`config.mk`:
```
export PLATFORM = sky130hd
export DESIGN_NAME = cluster_periph_top
export DESIGN_NICKNAME = d
export VERILOG_FILES = /design/src/cluster_cfg_pkg.sv /design/src/periph_bus_pkg.sv /design/src/periph_req_decode.sv /design/src/cluster_ctrl_unit.sv /design/src/cluster_timer.sv /design/src/event_unit.sv /design/src/periph_resp_mux.sv /design/src/cluster_periph_top.sv
export SDC_FILE = /design/constraint.sdc
export NUM_CORES = 1
export LEC_CHECK = 0
export CORE_ASPECT_RATIO = 1.4
export CORE_UTILIZATION = 55
export CTS_BUF_LIST = sky130_fd_sc_hd__clkbuf_4
export DETAILED_ROUTE_END_ITERATION = 7
export DONT_BUFFER_PORTS = 1
export PLACE_DENSITY = 0.75
export SLEW_MARGIN = 20
export SYNTH_ARGS = -nofsm -noshare
export SYNTH_HDL_FRONTEND = slang
export SYNTH_SLANG_ARGS = --single-unit
```
`constraint.sdc`:
```
create_clock -name clk_i -period 5.1 [get_ports clk_i]
set_clock_uncertainty 0.05 [all_clocks]
set_input_delay 1.02 -clock clk_i [delete_from_list [all_inputs] [get_ports clk_i]]
set_output_delay 1.02 -clock clk_i [all_outputs]
set_load 0.02 [all_outputs]
```
`src/cluster_cfg_pkg.sv`:
```
// Address map, register indices and event numbering shared by the peripheral RTL, imported by each block
package cluster_cfg_pkg;

  // ****************************************
  // Bus address layout
  // ****************************************

  // Address bits 11:10 select the block, bits 5:2 the register
  localparam int unsigned ADDR_W    = 12;
  localparam int unsigned REG_IDX_W = 4;

  localparam logic [1:0] BLK_CTRL  = 2'd0;
  localparam logic [1:0] BLK_TIMER = 2'd1;
  localparam logic [1:0] BLK_EU    = 2'd2;
  // Code 2'd3 has no block behind it

  // Control unit registers
  localparam logic [REG_IDX_W-1:0] REG_EOC       = 4'd0;
  localparam logic [REG_IDX_W-1:0] REG_FETCH_EN  = 4'd1;
  localparam logic [REG_IDX_W-1:0] REG_BOOT_ADDR = 4'd2;

  // Timer registers
  localparam logic [REG_IDX_W-1:0] REG_TMR_CFG = 4'd0;
  localparam logic [REG_IDX_W-1:0] REG_TMR_CNT = 4'd1;
  localparam logic [REG_IDX_W-1:0] REG_TMR_CMP = 4'd2;

  // Event unit registers
  localparam logic [REG_IDX_W-1:0] REG_EU_MASK_SET = 4'd0;
  localparam logic [REG_IDX_W-1:0] REG_EU_BUF_CLR  = 4'd1;
  localparam logic [REG_IDX_W-1:0] REG_EU_MASK_RD  = 4'd2;
  localparam logic [REG_IDX_W-1:0] REG_EU_BUF_RD   = 4'd3;

  // ****************************************
  // Events and sizes
  // ****************************************

  localparam int unsigned NB_EVENTS = 3;
  localparam int unsigned EVT_TIMER = 0;
  localparam int unsigned EVT_MBOX  = 1;
  localparam int unsigned EVT_DMA   = 2;

  localparam int unsigned CORE_ID_W = 4;

  // Returned for any access outside the three blocks
  localparam logic [31:0] ERR_RDATA = 32'hDEADB33F;

  // One-hot block select, ctrl in bit 0
  typedef struct packed {
    logic eu;
    logic timer;
    logic ctrl;
  } blk_sel_t;

endpackage

```
`src/periph_bus_pkg.sv`:
```
// Bus request and response structs plus the decoded block request, imported by the bus-facing RTL
package periph_bus_pkg;

  import cluster_cfg_pkg::*;

  // ****************************************
  // External register bus
  // ****************************************

  typedef struct packed {
    logic              we;
    logic [ADDR_W-1:0] addr;
    logic [31:0]       wdata;
  } periph_req_t;

  typedef struct packed {
    logic [31:0] rdata;
    logic        err;
  } periph_rsp_t;

  // ****************************************
  // Write data views
  // ****************************************

  // Timer configuration, enable in bit 0
  typedef struct packed {
    logic [28:0] rsvd;
    logic        auto_rst;
    logic        clear;
    logic        enable;
  } timer_cfg_t;

  // Event unit command, event bits at the bottom then the target core
  typedef struct packed {
    logic [24:0]          rsvd;
    logic [CORE_ID_W-1:0] core_id;
    logic [NB_EVENTS-1:0] evt;
  } eu_cmd_t;

  typedef union packed {
    logic [31:0] raw;
    timer_cfg_t  tmr_cfg;
    eu_cmd_t     eu_cmd;
  } wdata_u;

  // Request as seen by the peripherals, one cycle after the bus strobe
  typedef struct packed {
    blk_sel_t             strobe;
    logic                 unmapped;
    logic [REG_IDX_W-1:0] reg_idx;
    logic                 we;
    wdata_u               wdata;
  } blk_req_t;

endpackage

```
`src/periph_req_decode.sv`:
```
// Input stage: registers each bus request and turns its address into a block strobe and register index
`timescale 1ns/100ps

module periph_req_decode (
  input  logic                        clk_i,
  input  logic                        rst_i,
  input  logic                        req_i,
  input  periph_bus_pkg::periph_req_t req_data_i,
  output periph_bus_pkg::blk_req_t    blk_req_o
);

  import cluster_cfg_pkg::*;
  import periph_bus_pkg::*;

  logic [1:0]           blk_code;
  blk_sel_t             strobe_d;
  blk_sel_t             strobe_q;
  logic                 unmapped_d;
  logic                 unmapped_q;
  logic [REG_IDX_W-1:0] reg_idx_q;
  logic                 we_q;
  wdata_u               wdata_q;

  assign blk_code = req_data_i.addr[ADDR_W-1 -: 2];

  // Block select, all zero when idle
  always_comb begin
    strobe_d   = '0;
    unmapped_d = 1'b0;
    if (req_i) begin
      case (blk_code)
        BLK_CTRL:  strobe_d.ctrl  = 1'b1;
        BLK_TIMER: strobe_d.timer = 1'b1;
        BLK_EU:    strobe_d.eu    = 1'b1;
        default:   unmapped_d     = 1'b1;
      endcase
    end
  end

  always_ff @(posedge clk_i) begin
    if (rst_i) begin
      strobe_q   <= '0;
      unmapped_q <= 1'b0;
    end else begin
      strobe_q   <= strobe_d;
      unmapped_q <= unmapped_d;
    end
  end

  // Payload only moves with a request
  always_ff @(posedge clk_i) begin
    if (req_i) begin
      reg_idx_q   <= req_data_i.addr[REG_IDX_W+1:2];
      we_q        <= req_data_i.we;
      wdata_q.raw <= req_data_i.wdata;
    end
  end

  always_comb begin
    blk_req_o.strobe   = strobe_q;
    blk_req_o.unmapped = unmapped_q;
    blk_req_o.reg_idx  = reg_idx_q;
    blk_req_o.we       = we_q;
    blk_req_o.wdata    = wdata_q;
  end

endmodule

```
`src/cluster_ctrl_unit.sv`:
```
// Cluster control registers: end of computation, per-core fetch enable and boot address
`timescale 1ns/100ps

module cluster_ctrl_unit #(
  parameter int unsigned NB_CORES      = 8,
  parameter logic [31:0] BOOT_ADDR     = 32'h1C000000,
  parameter logic [31:0] ROM_BOOT_ADDR = 32'h1A000000
) (
  input  logic                     clk_i,
  input  logic                     rst_i,
  input  periph_bus_pkg::blk_req_t blk_req_i,
  input  logic                     en_sa_boot_i,
  output logic [31:0]              rdata_o,
  output logic                     eoc_o,
  output logic [NB_CORES-1:0]      fetch_enable_o,
  output logic [31:0]              boot_addr_o
);

  import cluster_cfg_pkg::*;

  logic                eoc_q;
  logic [NB_CORES-1:0] fetch_en_q;
  logic [31:0]         boot_addr_q;
  logic                wr_en;

  assign wr_en = blk_req_i.strobe.ctrl && blk_req_i.we;

  always_ff @(posedge clk_i) begin
    if (rst_i) begin
      eoc_q      <= 1'b0;
      fetch_en_q <= '0;
      // Standalone boot starts from ROM
      boot_addr_q <= en_sa_boot_i ? ROM_BOOT_ADDR : BOOT_ADDR;
    end else if (wr_en) begin
      case (blk_req_i.reg_idx)
        REG_EOC:       eoc_q       <= blk_req_i.wdata.raw[0];
        REG_FETCH_EN:  fetch_en_q  <= blk_req_i.wdata.raw[NB_CORES-1:0];
        REG_BOOT_ADDR: boot_addr_q <= blk_req_i.wdata.raw;
        default: ;
      endcase
    end
  end

  // Read back of the current register contents
  always_comb begin
    case (blk_req_i.reg_idx)
      REG_EOC:       rdata_o = {31'b0, eoc_q};
      REG_FETCH_EN:  rdata_o = 32'(fetch_en_q);
      REG_BOOT_ADDR: rdata_o = boot_addr_q;
      default:       rdata_o = '0;
    endcase
  end

  assign eoc_o          = eoc_q;
  assign fetch_enable_o = fetch_en_q;
  assign boot_addr_o    = boot_addr_q;

endmodule

```
`src/cluster_timer.sv`:
```
// Cluster timer: 32-bit counter with compare match event and optional auto-reset, set up over the bus
`timescale 1ns/100ps

module cluster_timer (
  input  logic                     clk_i,
  input  logic                     rst_i,
  input  periph_bus_pkg::blk_req_t blk_req_i,
  output logic [31:0]              rdata_o,
  output logic                     timer_evt_o
);

  import cluster_cfg_pkg::*;
  import periph_bus_pkg::*;

  logic        enable_q;
  logic        auto_rst_q;
  logic [31:0] count_q;
  logic [31:0] cmp_q;
  logic        match;
  logic        wr_en;
  timer_cfg_t  cfg_rd;

  assign wr_en = blk_req_i.strobe.timer && blk_req_i.we;

  // Match only counts while running
  assign match       = enable_q && (count_q == cmp_q);
  assign timer_evt_o = match;

  always_ff @(posedge clk_i) begin
    if (rst_i) begin
      enable_q   <= 1'b0;
      auto_rst_q <= 1'b0;
      count_q    <= '0;
      cmp_q      <= '0;
    end else begin
      if (enable_q) begin
        if (match && auto_rst_q) begin
          count_q <= '0;
        end else begin
          count_q <= count_q + 32'd1;
        end
      end
      // Bus writes override the counting step
      if (wr_en) begin
        case (blk_req_i.reg_idx)
          REG_TMR_CFG: begin
            enable_q   <= blk_req_i.wdata.tmr_cfg.enable;
            auto_rst_q <= blk_req_i.wdata.tmr_cfg.auto_rst;
            if (blk_req_i.wdata.tmr_cfg.clear) begin
              count_q <= '0;
            end
          end
          REG_TMR_CNT: count_q <= blk_req_i.wdata.raw;
          REG_TMR_CMP: cmp_q   <= blk_req_i.wdata.raw;
          default: ;
        endcase
      end
    end
  end

  // Clear is a one-shot and always reads 0
  always_comb begin
    cfg_rd          = '0;
    cfg_rd.enable   = enable_q;
    cfg_rd.auto_rst = auto_rst_q;
    case (blk_req_i.reg_idx)
      REG_TMR_CFG: rdata_o = cfg_rd;
      REG_TMR_CNT: rdata_o = count_q;
      REG_TMR_CMP: rdata_o = cmp_q;
      default:     rdata_o = '0;
    endcase
  end

endmodule

```
`src/event_unit.sv`:
```
// Event unit: per-core event buffers and masks fed by timer, mailbox and DMA, driving core interrupt requests
`timescale 1ns/100ps

module event_unit #(
  parameter int unsigned NB_CORES = 8
) (
  input  logic                     clk_i,
  input  logic                     rst_i,
  input  periph_bus_pkg::blk_req_t blk_req_i,
  input  logic                     timer_evt_i,
  input  logic                     mbox_evt_i,
  input  logic [NB_CORES-1:0]      dma_evt_i,
  output logic [31:0]              rdata_o,
  output logic [NB_CORES-1:0]      irq_req_o
);

  import cluster_cfg_pkg::*;

  logic [NB_CORES-1:0][NB_EVENTS-1:0] buf_q;
  logic [NB_CORES-1:0][NB_EVENTS-1:0] mask_q;
  logic [NB_CORES-1:0][NB_EVENTS-1:0] evt_in;
  logic [NB_CORES-1:0][NB_EVENTS-1:0] clr_bits;
  logic [NB_CORES-1:0]                core_sel;
  logic                               wr_mask;
  logic                               wr_clr;

  assign wr_mask = blk_req_i.strobe.eu && blk_req_i.we &&
                   (blk_req_i.reg_idx == REG_EU_MASK_SET);
  assign wr_clr  = blk_req_i.strobe.eu && blk_req_i.we &&
                   (blk_req_i.reg_idx == REG_EU_BUF_CLR);

  // ****************************************
  // Per-core event routing
  // ****************************************

  always_comb begin
    for (int c = 0; c < NB_CORES; c++) begin
      // A core id beyond NB_CORES selects nobody
      core_sel[c] = (blk_req_i.wdata.eu_cmd.core_id == CORE_ID_W'(c));

      evt_in[c]            = '0;
      evt_in[c][EVT_TIMER] = timer_evt_i;
      evt_in[c][EVT_MBOX]  = mbox_evt_i;
      evt_in[c][EVT_DMA]   = dma_evt_i[c];

      clr_bits[c] = (wr_clr && core_sel[c]) ? blk_req_i.wdata.eu_cmd.evt : '0;

      irq_req_o[c] = |(buf_q[c] & mask_q[c]);
    end
  end

  // ****************************************
  // Buffers and masks
  // ****************************************

  always_ff @(posedge clk_i) begin
    if (rst_i) begin
      buf_q  <= '0;
      mask_q <= '0;
    end else begin
      for (int c = 0; c < NB_CORES; c++) begin
        // Set after clear so an incoming event is never lost
        buf_q[c] <= (buf_q[c] & ~clr_bits[c]) | evt_in[c];
        if (wr_mask && core_sel[c]) begin
          mask_q[c] <= blk_req_i.wdata.eu_cmd.evt;
        end
      end
    end
  end

  // All cores side by side, core c at bit 3c
  always_comb begin
    case (blk_req_i.reg_idx)
      REG_EU_MASK_RD: rdata_o = 32'(mask_q);
      REG_EU_BUF_RD:  rdata_o = 32'(buf_q);
      default:        rdata_o = '0;
    endcase
  end

endmodule

```
`src/periph_resp_mux.sv`:
```
// Output stage: picks the addressed block's read data and registers the bus response
`timescale 1ns/100ps

module periph_resp_mux (
  input  logic                        clk_i,
  input  logic                        rst_i,
  input  periph_bus_pkg::blk_req_t    blk_req_i,
  input  logic [31:0]                 ctrl_rdata_i,
  input  logic [31:0]                 timer_rdata_i,
  input  logic [31:0]                 eu_rdata_i,
  output logic                        r_valid_o,
  output periph_bus_pkg::periph_rsp_t rsp_o
);

  import cluster_cfg_pkg::*;

  logic        valid_d;
  logic        r_valid_q;
  logic [31:0] sel_rdata;

  assign valid_d = (blk_req_i.strobe != '0) || blk_req_i.unmapped;

  always_comb begin
    if (blk_req_i.strobe.ctrl) begin
      sel_rdata = ctrl_rdata_i;
    end else if (blk_req_i.strobe.timer) begin
      sel_rdata = timer_rdata_i;
    end else if (blk_req_i.strobe.eu) begin
      sel_rdata = eu_rdata_i;
    end else begin
      sel_rdata = '0;
    end
  end

  always_ff @(posedge clk_i) begin
    if (rst_i) begin
      r_valid_q <= 1'b0;
    end else begin
      r_valid_q <= valid_d;
    end
  end

  // Writes answer with 0, unmapped accesses with the error word
  always_ff @(posedge clk_i) begin
    if (valid_d) begin
      rsp_o.err   <= blk_req_i.unmapped;
      rsp_o.rdata <= blk_req_i.unmapped ? ERR_RDATA :
                     blk_req_i.we       ? 32'b0     : sel_rdata;
    end
  end

  assign r_valid_o = r_valid_q;

endmodule

```
`src/cluster_periph_top.sv`:
```
// Cluster peripheral top: connects the request decoder, the three peripherals and the response mux
`timescale 1ns/100ps

module cluster_periph_top #(
  parameter int unsigned NB_CORES      = 8,
  parameter logic [31:0] BOOT_ADDR     = 32'h1C000000,
  parameter logic [31:0] ROM_BOOT_ADDR = 32'h1A000000
) (
  input  logic                        clk_i,
  input  logic                        rst_i,
  input  logic                        req_i,
  input  periph_bus_pkg::periph_req_t req_data_i,
  input  logic                        en_sa_boot_i,
  input  logic                        mbox_evt_i,
  input  logic [NB_CORES-1:0]         dma_evt_i,
  output logic                        r_valid_o,
  output periph_bus_pkg::periph_rsp_t rsp_o,
  output logic                        eoc_o,
  output logic [NB_CORES-1:0]         fetch_enable_o,
  output logic [31:0]                 boot_addr_o,
  output logic [NB_CORES-1:0]         irq_req_o
);

  import periph_bus_pkg::*;

  blk_req_t    blk_req;
  logic [31:0] ctrl_rdata;
  logic [31:0] timer_rdata;
  logic [31:0] eu_rdata;
  logic        timer_evt;

  // ****************************************
  // Request side
  // ****************************************

  periph_req_decode u_req_decode (
    .clk_i      ( clk_i      ),
    .rst_i      ( rst_i      ),
    .req_i      ( req_i      ),
    .req_data_i ( req_data_i ),
    .blk_req_o  ( blk_req    )
  );

  // ****************************************
  // Peripherals
  // ****************************************

  cluster_ctrl_unit #(
    .NB_CORES      ( NB_CORES      ),
    .BOOT_ADDR     ( BOOT_ADDR     ),
    .ROM_BOOT_ADDR ( ROM_BOOT_ADDR )
  ) u_ctrl_unit (
    .clk_i          ( clk_i          ),
    .rst_i          ( rst_i          ),
    .blk_req_i      ( blk_req        ),
    .en_sa_boot_i   ( en_sa_boot_i   ),
    .rdata_o        ( ctrl_rdata     ),
    .eoc_o          ( eoc_o          ),
    .fetch_enable_o ( fetch_enable_o ),
    .boot_addr_o    ( boot_addr_o    )
  );

  cluster_timer u_timer (
    .clk_i       ( clk_i       ),
    .rst_i       ( rst_i       ),
    .blk_req_i   ( blk_req     ),
    .rdata_o     ( timer_rdata ),
    .timer_evt_o ( timer_evt   )
  );

  event_unit #(
    .NB_CORES ( NB_CORES )
  ) u_event_unit (
    .clk_i       ( clk_i      ),
    .rst_i       ( rst_i      ),
    .blk_req_i   ( blk_req    ),
    .timer_evt_i ( timer_evt  ),
    .mbox_evt_i  ( mbox_evt_i ),
    .dma_evt_i   ( dma_evt_i  ),
    .rdata_o     ( eu_rdata   ),
    .irq_req_o   ( irq_req_o  )
  );

  // ****************************************
  // Response side
  // ****************************************

  periph_resp_mux u_resp_mux (
    .clk_i         ( clk_i       ),
    .rst_i         ( rst_i       ),
    .blk_req_i     ( blk_req     ),
    .ctrl_rdata_i  ( ctrl_rdata  ),
    .timer_rdata_i ( timer_rdata ),
    .eu_rdata_i    ( eu_rdata    ),
    .r_valid_o     ( r_valid_o   ),
    .rsp_o         ( rsp_o       )
  );

endmodule

```
* After elaboration in Yosys (flattened, before gate mapping) *
Cells that the tools add are included.

word-level totals
  flip-flop bits (word level) = 230
  input bits = 58
  output and inout bits = 83
  logic and storage cells = 155

cells by class
  add/sub/neg operators = 1
  equal/unequal tests = 13
  multiplexer cells = 28
  bitwise gates (word level) = 33
  reduce and logical (&&, ||, !) cells = 46

operators with widths
  kind                                                 count
  two-way mux 32 bit                                   10
  one-hot mux 32 bit (3 select lines)                  2
  one-hot mux 32 bit (2 select lines)                  1
  bitwise AND 3 bit                                    16
  one-hot mux 24 bit (2 select lines)                  1
  adder 32 x 1 -> 32 bit, second input constant        1
  equality test 32 bit                                 1
  two-way mux 27 bit                                   1
  OR reduction 3 bit                                   9
  two-way mux 24 bit                                   1
  two-way mux 3 bit                                    8
  NOT 3 bit                                            8
  OR 3 bit                                             8
  logical AND 1 bit                                    23
  equality test 4 x 2 -> 1 bit, second input constant  4
  equality test 4 x 3 -> 1 bit, second input constant  4
  AND reduction 2 bit                                  5
  equality test 4 x 1 -> 1 bit, second input constant  2
  zero test 4 bit                                      2
  two-way mux 1 bit                                    4
  nonzero test 2 bit                                   2
  OR reduction 2 bit                                   2
  nonzero test 3 bit                                   1
  equality test 2 x 1 -> 1 bit, second input constant  1
  4 further kinds                                      4

* Longest topological paths before layout *
Gate-level depths: netlist (run 1).

  depth in word-level cells = 8
  gate-level depth with buffers = 9
  mapped depth without buffers = 7

* Hierarchy *
Synthesis (run 1) repeated with hierarchy kept, for this count alone.

unflattened totals
  cell total of the unflattened synthesis = 1085
  area, all modules = 11453.5 µm²

modules (own cells, without submodules)
  module             instances  cells each  area each (µm²)  seq. area each (µm²)
  cluster_timer      1          464         3866.2           1321.3
  event_unit         1          251         2457.4           960.9
  periph_resp_mux    1          178         2009.4           1011.0
  cluster_ctrl_unit  1          145         1864.3           1141.1
  periph_req_decode  1          47          1256.2           1191.1

* Least setup slack after synthesis (run 1) *
Ideal clock, no wire load.

  path kind = input to register
  start = input rst_i
  end = register u_ctrl_unit.boot_addr_q[0] (netlist: u_ctrl_unit.boot_addr_o[0]), enable pin
  arrival time = 2.086 ns
  slack = 2.587 ns
  stages on the path = 3
  cell sequence = clkbuf_1 clkbuf_1 a31o_2

on the way
  cells in the longest elaborated chain, start to end = 2
  elaborated cells on any way between the ends = 3

RTL lines
  element                          RTL line                  RTL
  start: declaration               cluster_periph_top.sv:10  input logic rst_i,
  nonzero test 2 bit (no line)     --
  AND reduction 2 bit (no line) *  --
  end signal: assignment           cluster_ctrl_unit.sv:33   boot_addr_q <= en_sa_boot_i ? ROM_BOOT_ADDR : BOOT_ADDR;
  end signal: assignment           cluster_ctrl_unit.sv:38   REG_BOOT_ADDR: boot_addr_q <= blk_req_i.wdata.raw;
  end: declaration                 cluster_ctrl_unit.sv:23   logic [31:0] boot_addr_q;

Mark *: on every way between the ends. The rest lies on a longest branch, timed or not.
A chain may end at the register's enable or synchronous reset.

* Worst setup path after layout (run 1) *
  start = register u_req_decode.reg_idx_q[0]
  end = register u_resp_mux.rsp_o[21] (netlist name)

on the way
  cells in the longest elaborated chain, start to end = 5
  elaborated cells on any way between the ends = 10

RTL lines
  element                                          RTL line                                                        RTL
  start: declaration                               periph_req_decode.sv:20                                         logic [REG_IDX_W-1:0] reg_idx_q;
  start signal: assignment                         periph_req_decode.sv:53                                         reg_idx_q <= req_data_i.addr[REG_IDX_W+1:2];
  equality test 4 x 2 -> 1 bit (on tied branches)  event_unit.sv:73, cluster_ctrl_unit.sv:46, cluster_timer.sv:66
  one-hot mux 24 bit (2 select lines)              event_unit.sv:73                                                case (blk_req_i.reg_idx)
  two-way mux 24 bit                               periph_resp_mux.sv:28                                           end else if (blk_req_i.strobe.eu) begin
  two-way mux 32 bit                               periph_resp_mux.sv:26                                           end else if (blk_req_i.strobe.timer) begin
  two-way mux 32 bit *                             periph_resp_mux.sv:24                                           if (blk_req_i.strobe.ctrl) begin

Marked as above.

==> results of run 1 <==
==> worst max-delay path, stage by stage (launching register included) <==
cell	delay, ns
edfxtp_1	0.56
nor4b_4	0.89
buf_12	0.38
a22oi_1	0.18
nor3_1	0.44
a221oi_1	0.13
nor2_1	0.14
==> stage by stage <==
stage          power (W)  instances  hold slack [ns]
6_report         0.00381       1353            0.324
2_1_floorplan    0.00223       1074            0.398
3_5_place_dp     0.00228       1245            0.406
4_1_cts          0.00383       1351            0.300
5_1_grt          0.00394       1352            0.300
3_3_place_gp     0.00228       1245            0.403
==> power by group <==
part,leakage (nW),switching [W],internal [W]
logic,1.26,0.0000777,0.0000395
clock network,0.458,0.000746,0.000818
registers,2.03,0.000121,0.00200
total,3.75,0.000944,0.00286
==> worst paths after layout <==
check | end | start | slack (ns) | cells after the start
max | u_resp_mux.rsp_o[21] | u_req_decode.reg_idx_q[0] | 2.16 | 6
min | u_req_decode.blk_req_o[40] | req_data_i[42] | 0.32 | 1
max reg2reg | u_resp_mux.rsp_o[21] | u_req_decode.reg_idx_q[0] | 2.16 | 6
min reg2reg | u_event_unit.buf_q[0] | u_event_unit.buf_q[0] | 0.42 | 2
==> kinds of logic after synthesis <==
logic type                 share of synthesized area
buffers and inverters                         0.0387
adders and majority gates                    0.00121
DFF                                            0.545
muxes                                         0.0148
xor gates and xnor gates                      0.0450
and+or+nand+nor                                0.180
AOI/OAI and AO/OA                              0.175
==> state kept, by name, indices dropped and copies added (netlist names) <==
register                    cells
u_timer.count_q                32
u_ctrl_unit.eoc_o               1
u_ctrl_unit.boot_addr_o        32
u_event_unit.mask_q            24
u_timer.enable_q                1
u_resp_mux.r_valid_o            1
u_req_decode.blk_req_o          3
u_event_unit.buf_q             24
u_req_decode.we_q               1
u_resp_mux.rsp_o               33
u_timer.cmp_q                  32
u_timer.auto_rst_q              1
u_req_decode.wdata_q           32
u_ctrl_unit.fetch_enable_o      8
u_req_decode.unmapped_q         1
u_req_decode.reg_idx_q          4
==> area by class of cell <==
| class | instances | area, sq um | area share |
|---|---|---|---|
| inverters | 20 | 75.1 | 0.00671 |
| clock inverters | 21 | 114 | 0.0102 |
| flip-flops and latches | 230 | 5630 | 0.503 |
| clock buffers | 85 | 638 | 0.0571 |
| repair buffers | 12 | 103 | 0.00917 |
| diodes | 2 | 5.00 | 0.000447 |
| multi-input cells | 743 | 4320 | 0.387 |
| well taps | 240 | 300 | 0.0268 |
==> routing by layer <==
layer | vias to the layer above | global-route usage | routed length, microns
met3 | 91 | 0.0774 | 2280
met5 | - | 0 | 0
met4 | 0 | 0.188 | 1630
met1 | 3937 | 0.338 | 10800
li1 | 3868 | - | -
met2 | 370 | 0.497 | 14100
==> cell usage in the layout, fill, tap and decap left out, drive strengths merged, types with 18 or more instances in the layout <==
master and count:
clkinv 18, nand2 193, nor3 18, a22o 18
o21ai 50, inv 22, nor2b 37, dfxtp 128
xnor2 39, edfxtp 102, nor2 66, a21oi 101
a22oi 53, nand2b 20, clkbuf 85
==> impl_metrics.json, run 1 <==
{
  "status": "finished, final reports clean",
  "finalHoldViolCount": 0,
  "peakVddDrop_mv": 0.257,
  "die_h_microns": 164,
  "fmax_mhz": 341,
  "place_area_sq_mm": 0.0104,
  "utilization": 0.616,
  "fill_cells": 1556,
  "endpoint_kind": "flip-flop",
  "cts_root_buf": "clkbuf_4",
  "hold_class": "primary input to flip-flop",
  "ant_nets": 0,
  "boundaryPins": 141,
  "grt_setup_unrepaired": "false",
  "die_area_sq_mm": 0.0193,
  "first_iter_violations": 820,
  "slew_viol_final": 0,
  "cts_buffers": 56,
  "worst_pin_slew_ns": 1.04,
  "clkSinkCount": 230,
  "yosys_warnings": 0,
  "antenna_found_initial": 1,
  "yosysSeqAreaShare": 0.545,
  "drive_gt1_frac": 0.116,
  "start_kind": "flip-flop",
  "synth_top_area_cell": "edfxtp_1",
  "period_needed_ns": 2.94,
  "routed_wl_microns": 28800,
  "die_width_microns": 118,
  "path_clk_slew_ns": 0.07,
  "grt_pass1_wl_microns": 43500,
  "arrival_ns": 3.41,
  "drc": 0,
  "track_usage": 0.297,
  "coreArea_sq_mm": 0.0181,
  "synth.distinct_cells": 56,
  "setup_tns_ns": 0,
  "cts_tree": "built",
  "post_cts_buffers": 0,
  "num_rows": 58,
  "final_nets": 1122,
  "synth_most_common_cell": "nand2_1",
  "ys.flop_type": "dfxtp_1",
  "period_share": 0.576,
  "synth_area_per_cell_sq_um": 9.60,
  "port_buffers": 0,
  "finalSetupViolCount": 0,
  "via_count": 8266,
  "grt_pass1_vias": 7771,
  "dr.pass1.iters": 7,
  "worstPathRequired_ns": 5.58,
  "h-tree-depth": 2,
  "gp_congestion": 0.932,
  "areaGrowthSynthToFinish_pct": 8.46,
  "leakage_nw": 3.75,
  "path_max_fanout": 63,
  "path_class": "flip-flop to flip-flop",
  "cap_violations": 0,
  "cts.repair.resized": 0,
  "async_flop_share": 0,
  "holdBufCountCts": 0,
  "netlist.area_leader.share": 0.297,
  "netlist_top_cells_area": "edfxtp_1 (30%), dfxtp_1 (25%), nand2_1 (7.0%)",
  "synth_fp_nets": 1133,
  "vias_per_cell": 6.11,
  "grt_overflow": 0,
  "hpwl_microns": 19300,
  "initial_core_util": 0.568,
  "synth-edff-count": 102,
  "synth_common_cells": "nand2_1 (193), dfxtp_1 (128), edfxtp_1 (102), a21oi_1 (101), nor2_1 (66)",
  "grt_max_degree": 134,
  "setup_ws_ns": 2.16,
  "dp_slack_ns": 2.19,
  "powerDensity_mw_per_mm2": 340,
  "clockBufferDepth": 3,
  "final_area_sq_mm": 0.0112,
  "synth-seq-cells": 230,
  "post_drt_wl_per_cell_microns": 21.3,
  "clk_latency_ns": 0.71,
  "syn_inst": 1074,
  "syn-cell-area_sq_mm": 0.0103,
  "slew_headroom": 0.303
}
Power figures use the tool's default switching activity.
==> run 2: changes to the inputs <==
--- a/config.mk
+++ b/config.mk
@@ -10,7 +10,7 @@
 export CTS_BUF_LIST = sky130_fd_sc_hd__clkbuf_4
 export DETAILED_ROUTE_END_ITERATION = 7
 export DONT_BUFFER_PORTS = 1
-export PLACE_DENSITY = 0.75
+export PLACE_DENSITY = 0.78
 export SLEW_MARGIN = 20
 export SYNTH_ARGS = -nofsm -noshare
 export SYNTH_HDL_FRONTEND = slang
==> constraint.sdc (replaced) <==
create_clock -name clk_i -period 2.54 [get_ports clk_i]
set_clock_uncertainty 0.05 [all_clocks]
set_input_delay 0.508 -clock clk_i [delete_from_list [all_inputs] [get_ports clk_i]]
set_output_delay 0.508 -clock clk_i [all_outputs]
set_load 0.02 [all_outputs]
==> run 2 against run 1 <==
Sequential share of layout area is 4.0 points lower; setup slack lost 2.1 ns; utilization is 5.4 points higher; first-iteration DRC count is 18% higher; largest power group unchanged; sequential cell count unchanged; non-clock buffer count increased by 93; critical path depth grew 1; clock-buffer cell count increased by 4; critical endpoint is now u_ctrl_unit.fetch_enable_o[0]; worst hold slack got worse by 0.26 ns.
==> impl_metrics.json, run 2 (synthesized netlist as in run 1, its figures left out) <==
{
  "post_drt_wl_per_cell_microns": 21.5,
  "coreArea_sq_mm": 0.0181,
  "peakVddDrop_mv": 0.623,
  "grt_max_degree": 123,
  "most-common-layout-cells": "nand2_1 (192), dfxtp_1 (128), edfxtp_1 (102)",
  "cts_root_buf": "clkbuf_4",
  "placedCellCount": 1271,
  "fin_cells": 1443,
  "grt_pass1_wl_microns": 46400,
  "track_usage": 0.315,
  "period_share": 0.977,
  "initial_core_util": 0.568,
  "dr.pass1.iters": 6,
  "hpwl_microns": 19700,
  "start_kind": "flip-flop",
  "vias_per_cell": 6.15,
  "gp_congestion": 0.962,
  "holdPathStages": 2,
  "cap_violations": 0,
  "slew_viol_final": 0,
  "path_clk_slew_ns": 0.08,
  "p_clk_frac": 0.412,
  "clk_latency_ns": 0.69,
  "h-tree-depth": 2,
  "seqPwrFrac": 0.535,
  "finalPower_w": 0.00793,
  "path_class": "flip-flop to flip-flop",
  "antenna_found_initial": 1,
  "cts_tree": "built",
  "largest-register": "u_resp_mux.rsp_o",
  "largest_reg_flops": 33,
  "powerDensity_mw_per_mm2": 652,
  "hp-start": "rst_i",
  "reg2reg_from": "u_req_decode.reg_idx_q[2]",
  "final_area_sq_mm": 0.0122,
  "areaGrowthSynthToFinish_pct": 17.9,
  "drive_gt1_frac": 0.138,
  "num_rows": 58,
  "grt_overflow": 0,
  "r2r_cells": 7,
  "startpoint": "u_req_decode.reg_idx_q[2]",
  "grt_pass1_vias": 8543,
  "first_iter_violations": 965,
  "drc": 0,
  "endpoint_kind": "flip-flop",
  "setup_tns_ns": 0,
  "port_buffers": 0,
  "die_width_microns": 118,
  "clockBufferDepth": 3,
  "worstPathRequired_ns": 3.06,
  "finalSetupViolCount": 0,
  "worst_pin_slew_ns": 1.06,
  "fin_hold_ws_ns": 0.0649,
  "finalHoldViolCount": 0,
  "status": "finished, final reports clean",
  "die_h_microns": 164,
  "arrival_ns": 3.00,
  "cts_buffers": 56,
  "slew_headroom": 0.290,
  "via_count": 8880,
  "final_nets": 1215,
  "p_int_w": 0.00598,
  "switching_share": 0.246,
  "path_max_fanout": 9,
  "clkSinkCount": 230,
  "final_common_cell": "nand2_1",
  "boundaryPins": 141,
  "fill_cells": 1438,
  "p_comb_frac": 0.052,
  "period_needed_ns": 2.48,
  "switchingPower_w": 0.00195,
  "fmax_mhz": 403,
  "die_area_sq_mm": 0.0193,
  "ant_nets": 0,
  "hold_class": "primary input to flip-flop",
  "routed_wl_microns": 31000,
  "leakage_nw": 4.23,
  "place_area_sq_mm": 0.0106
}
## run 2: worst paths after layout
check	to	slack (ns)
hold / removal	u_ctrl_unit.boot_addr_o[26]	0.06
setup / recovery	u_ctrl_unit.fetch_enable_o[0]	0.06
hold reg to reg	u_event_unit.buf_q[21]	0.43
setup reg to reg	u_ctrl_unit.fetch_enable_o[0]	0.06
## run 2: routing by layer
layer,track usage,share of wire,vias up
li1,-,-,4022
met1,0.350,0.35,4195
met2,0.519,0.48,516
met3,0.0764,0.090,147
met4,0.249,0.076,0
met5,0,0,-
## run 2: layout make-up
type | count | area (sq um) | area share
diodes | 1 | 2.50 | 0.000206
well taps | 240 | 300 | 0.0247
clock inverters | 15 | 109 | 0.00895
repair buffers | 105 | 1050 | 0.0864
inverters | 20 | 75.1 | 0.00617
multi-input cells | 743 | 4330 | 0.356
clock buffers | 89 | 668 | 0.0550
flip-flops and latches | 230 | 5630 | 0.463
## run 2: power by group through the flow
stage | clock [W] | combinational (W) | sequential [W]
3_5_place_dp | 0 | 0.000275 | 0.00433
3_3_place_gp | 0 | 0.000268 | 0.00433
5_1_grt | 0.00350 | 0.000442 | 0.00426
4_1_cts | 0.00329 | 0.000396 | 0.00425
6_report | 0.00327 | 0.000416 | 0.00425
2_1_floorplan | 0 | 0.000224 | 0.00425
## run 2: critical path, cell delays in order, from the launching register on
cell and delay, ns:
edfxtp_1 0.40, buf_4 0.18, nor4b_4 0.41, buf_12 0.19, nand3_1 0.27, nand2_1 0.21, a21oi_2 0.08, dlygate4sd3_1 0.57
## run 2: timing repair
| item | in CTS | in global routing |
|---|---|---|
| setup endpoints to repair | 0 | 4 |
| gates resized for setup | 0 | 5 |
| endpoints found under the hold margin | 216 | 0 |
| setup buffers | 0 | 5 |
| hold buffers | 60 | 0 |
## run 2: stage by stage
step / setup slack (ns) / utilization
after floorplan: 0.0826 / -
after global placement: 0.286 / 0.587
after detailed placement: 0.249 / 0.587
after CTS: 0.0449 / 0.664
after global routing: -0.0235 / 0.670
final: 0.0584 / 0.670
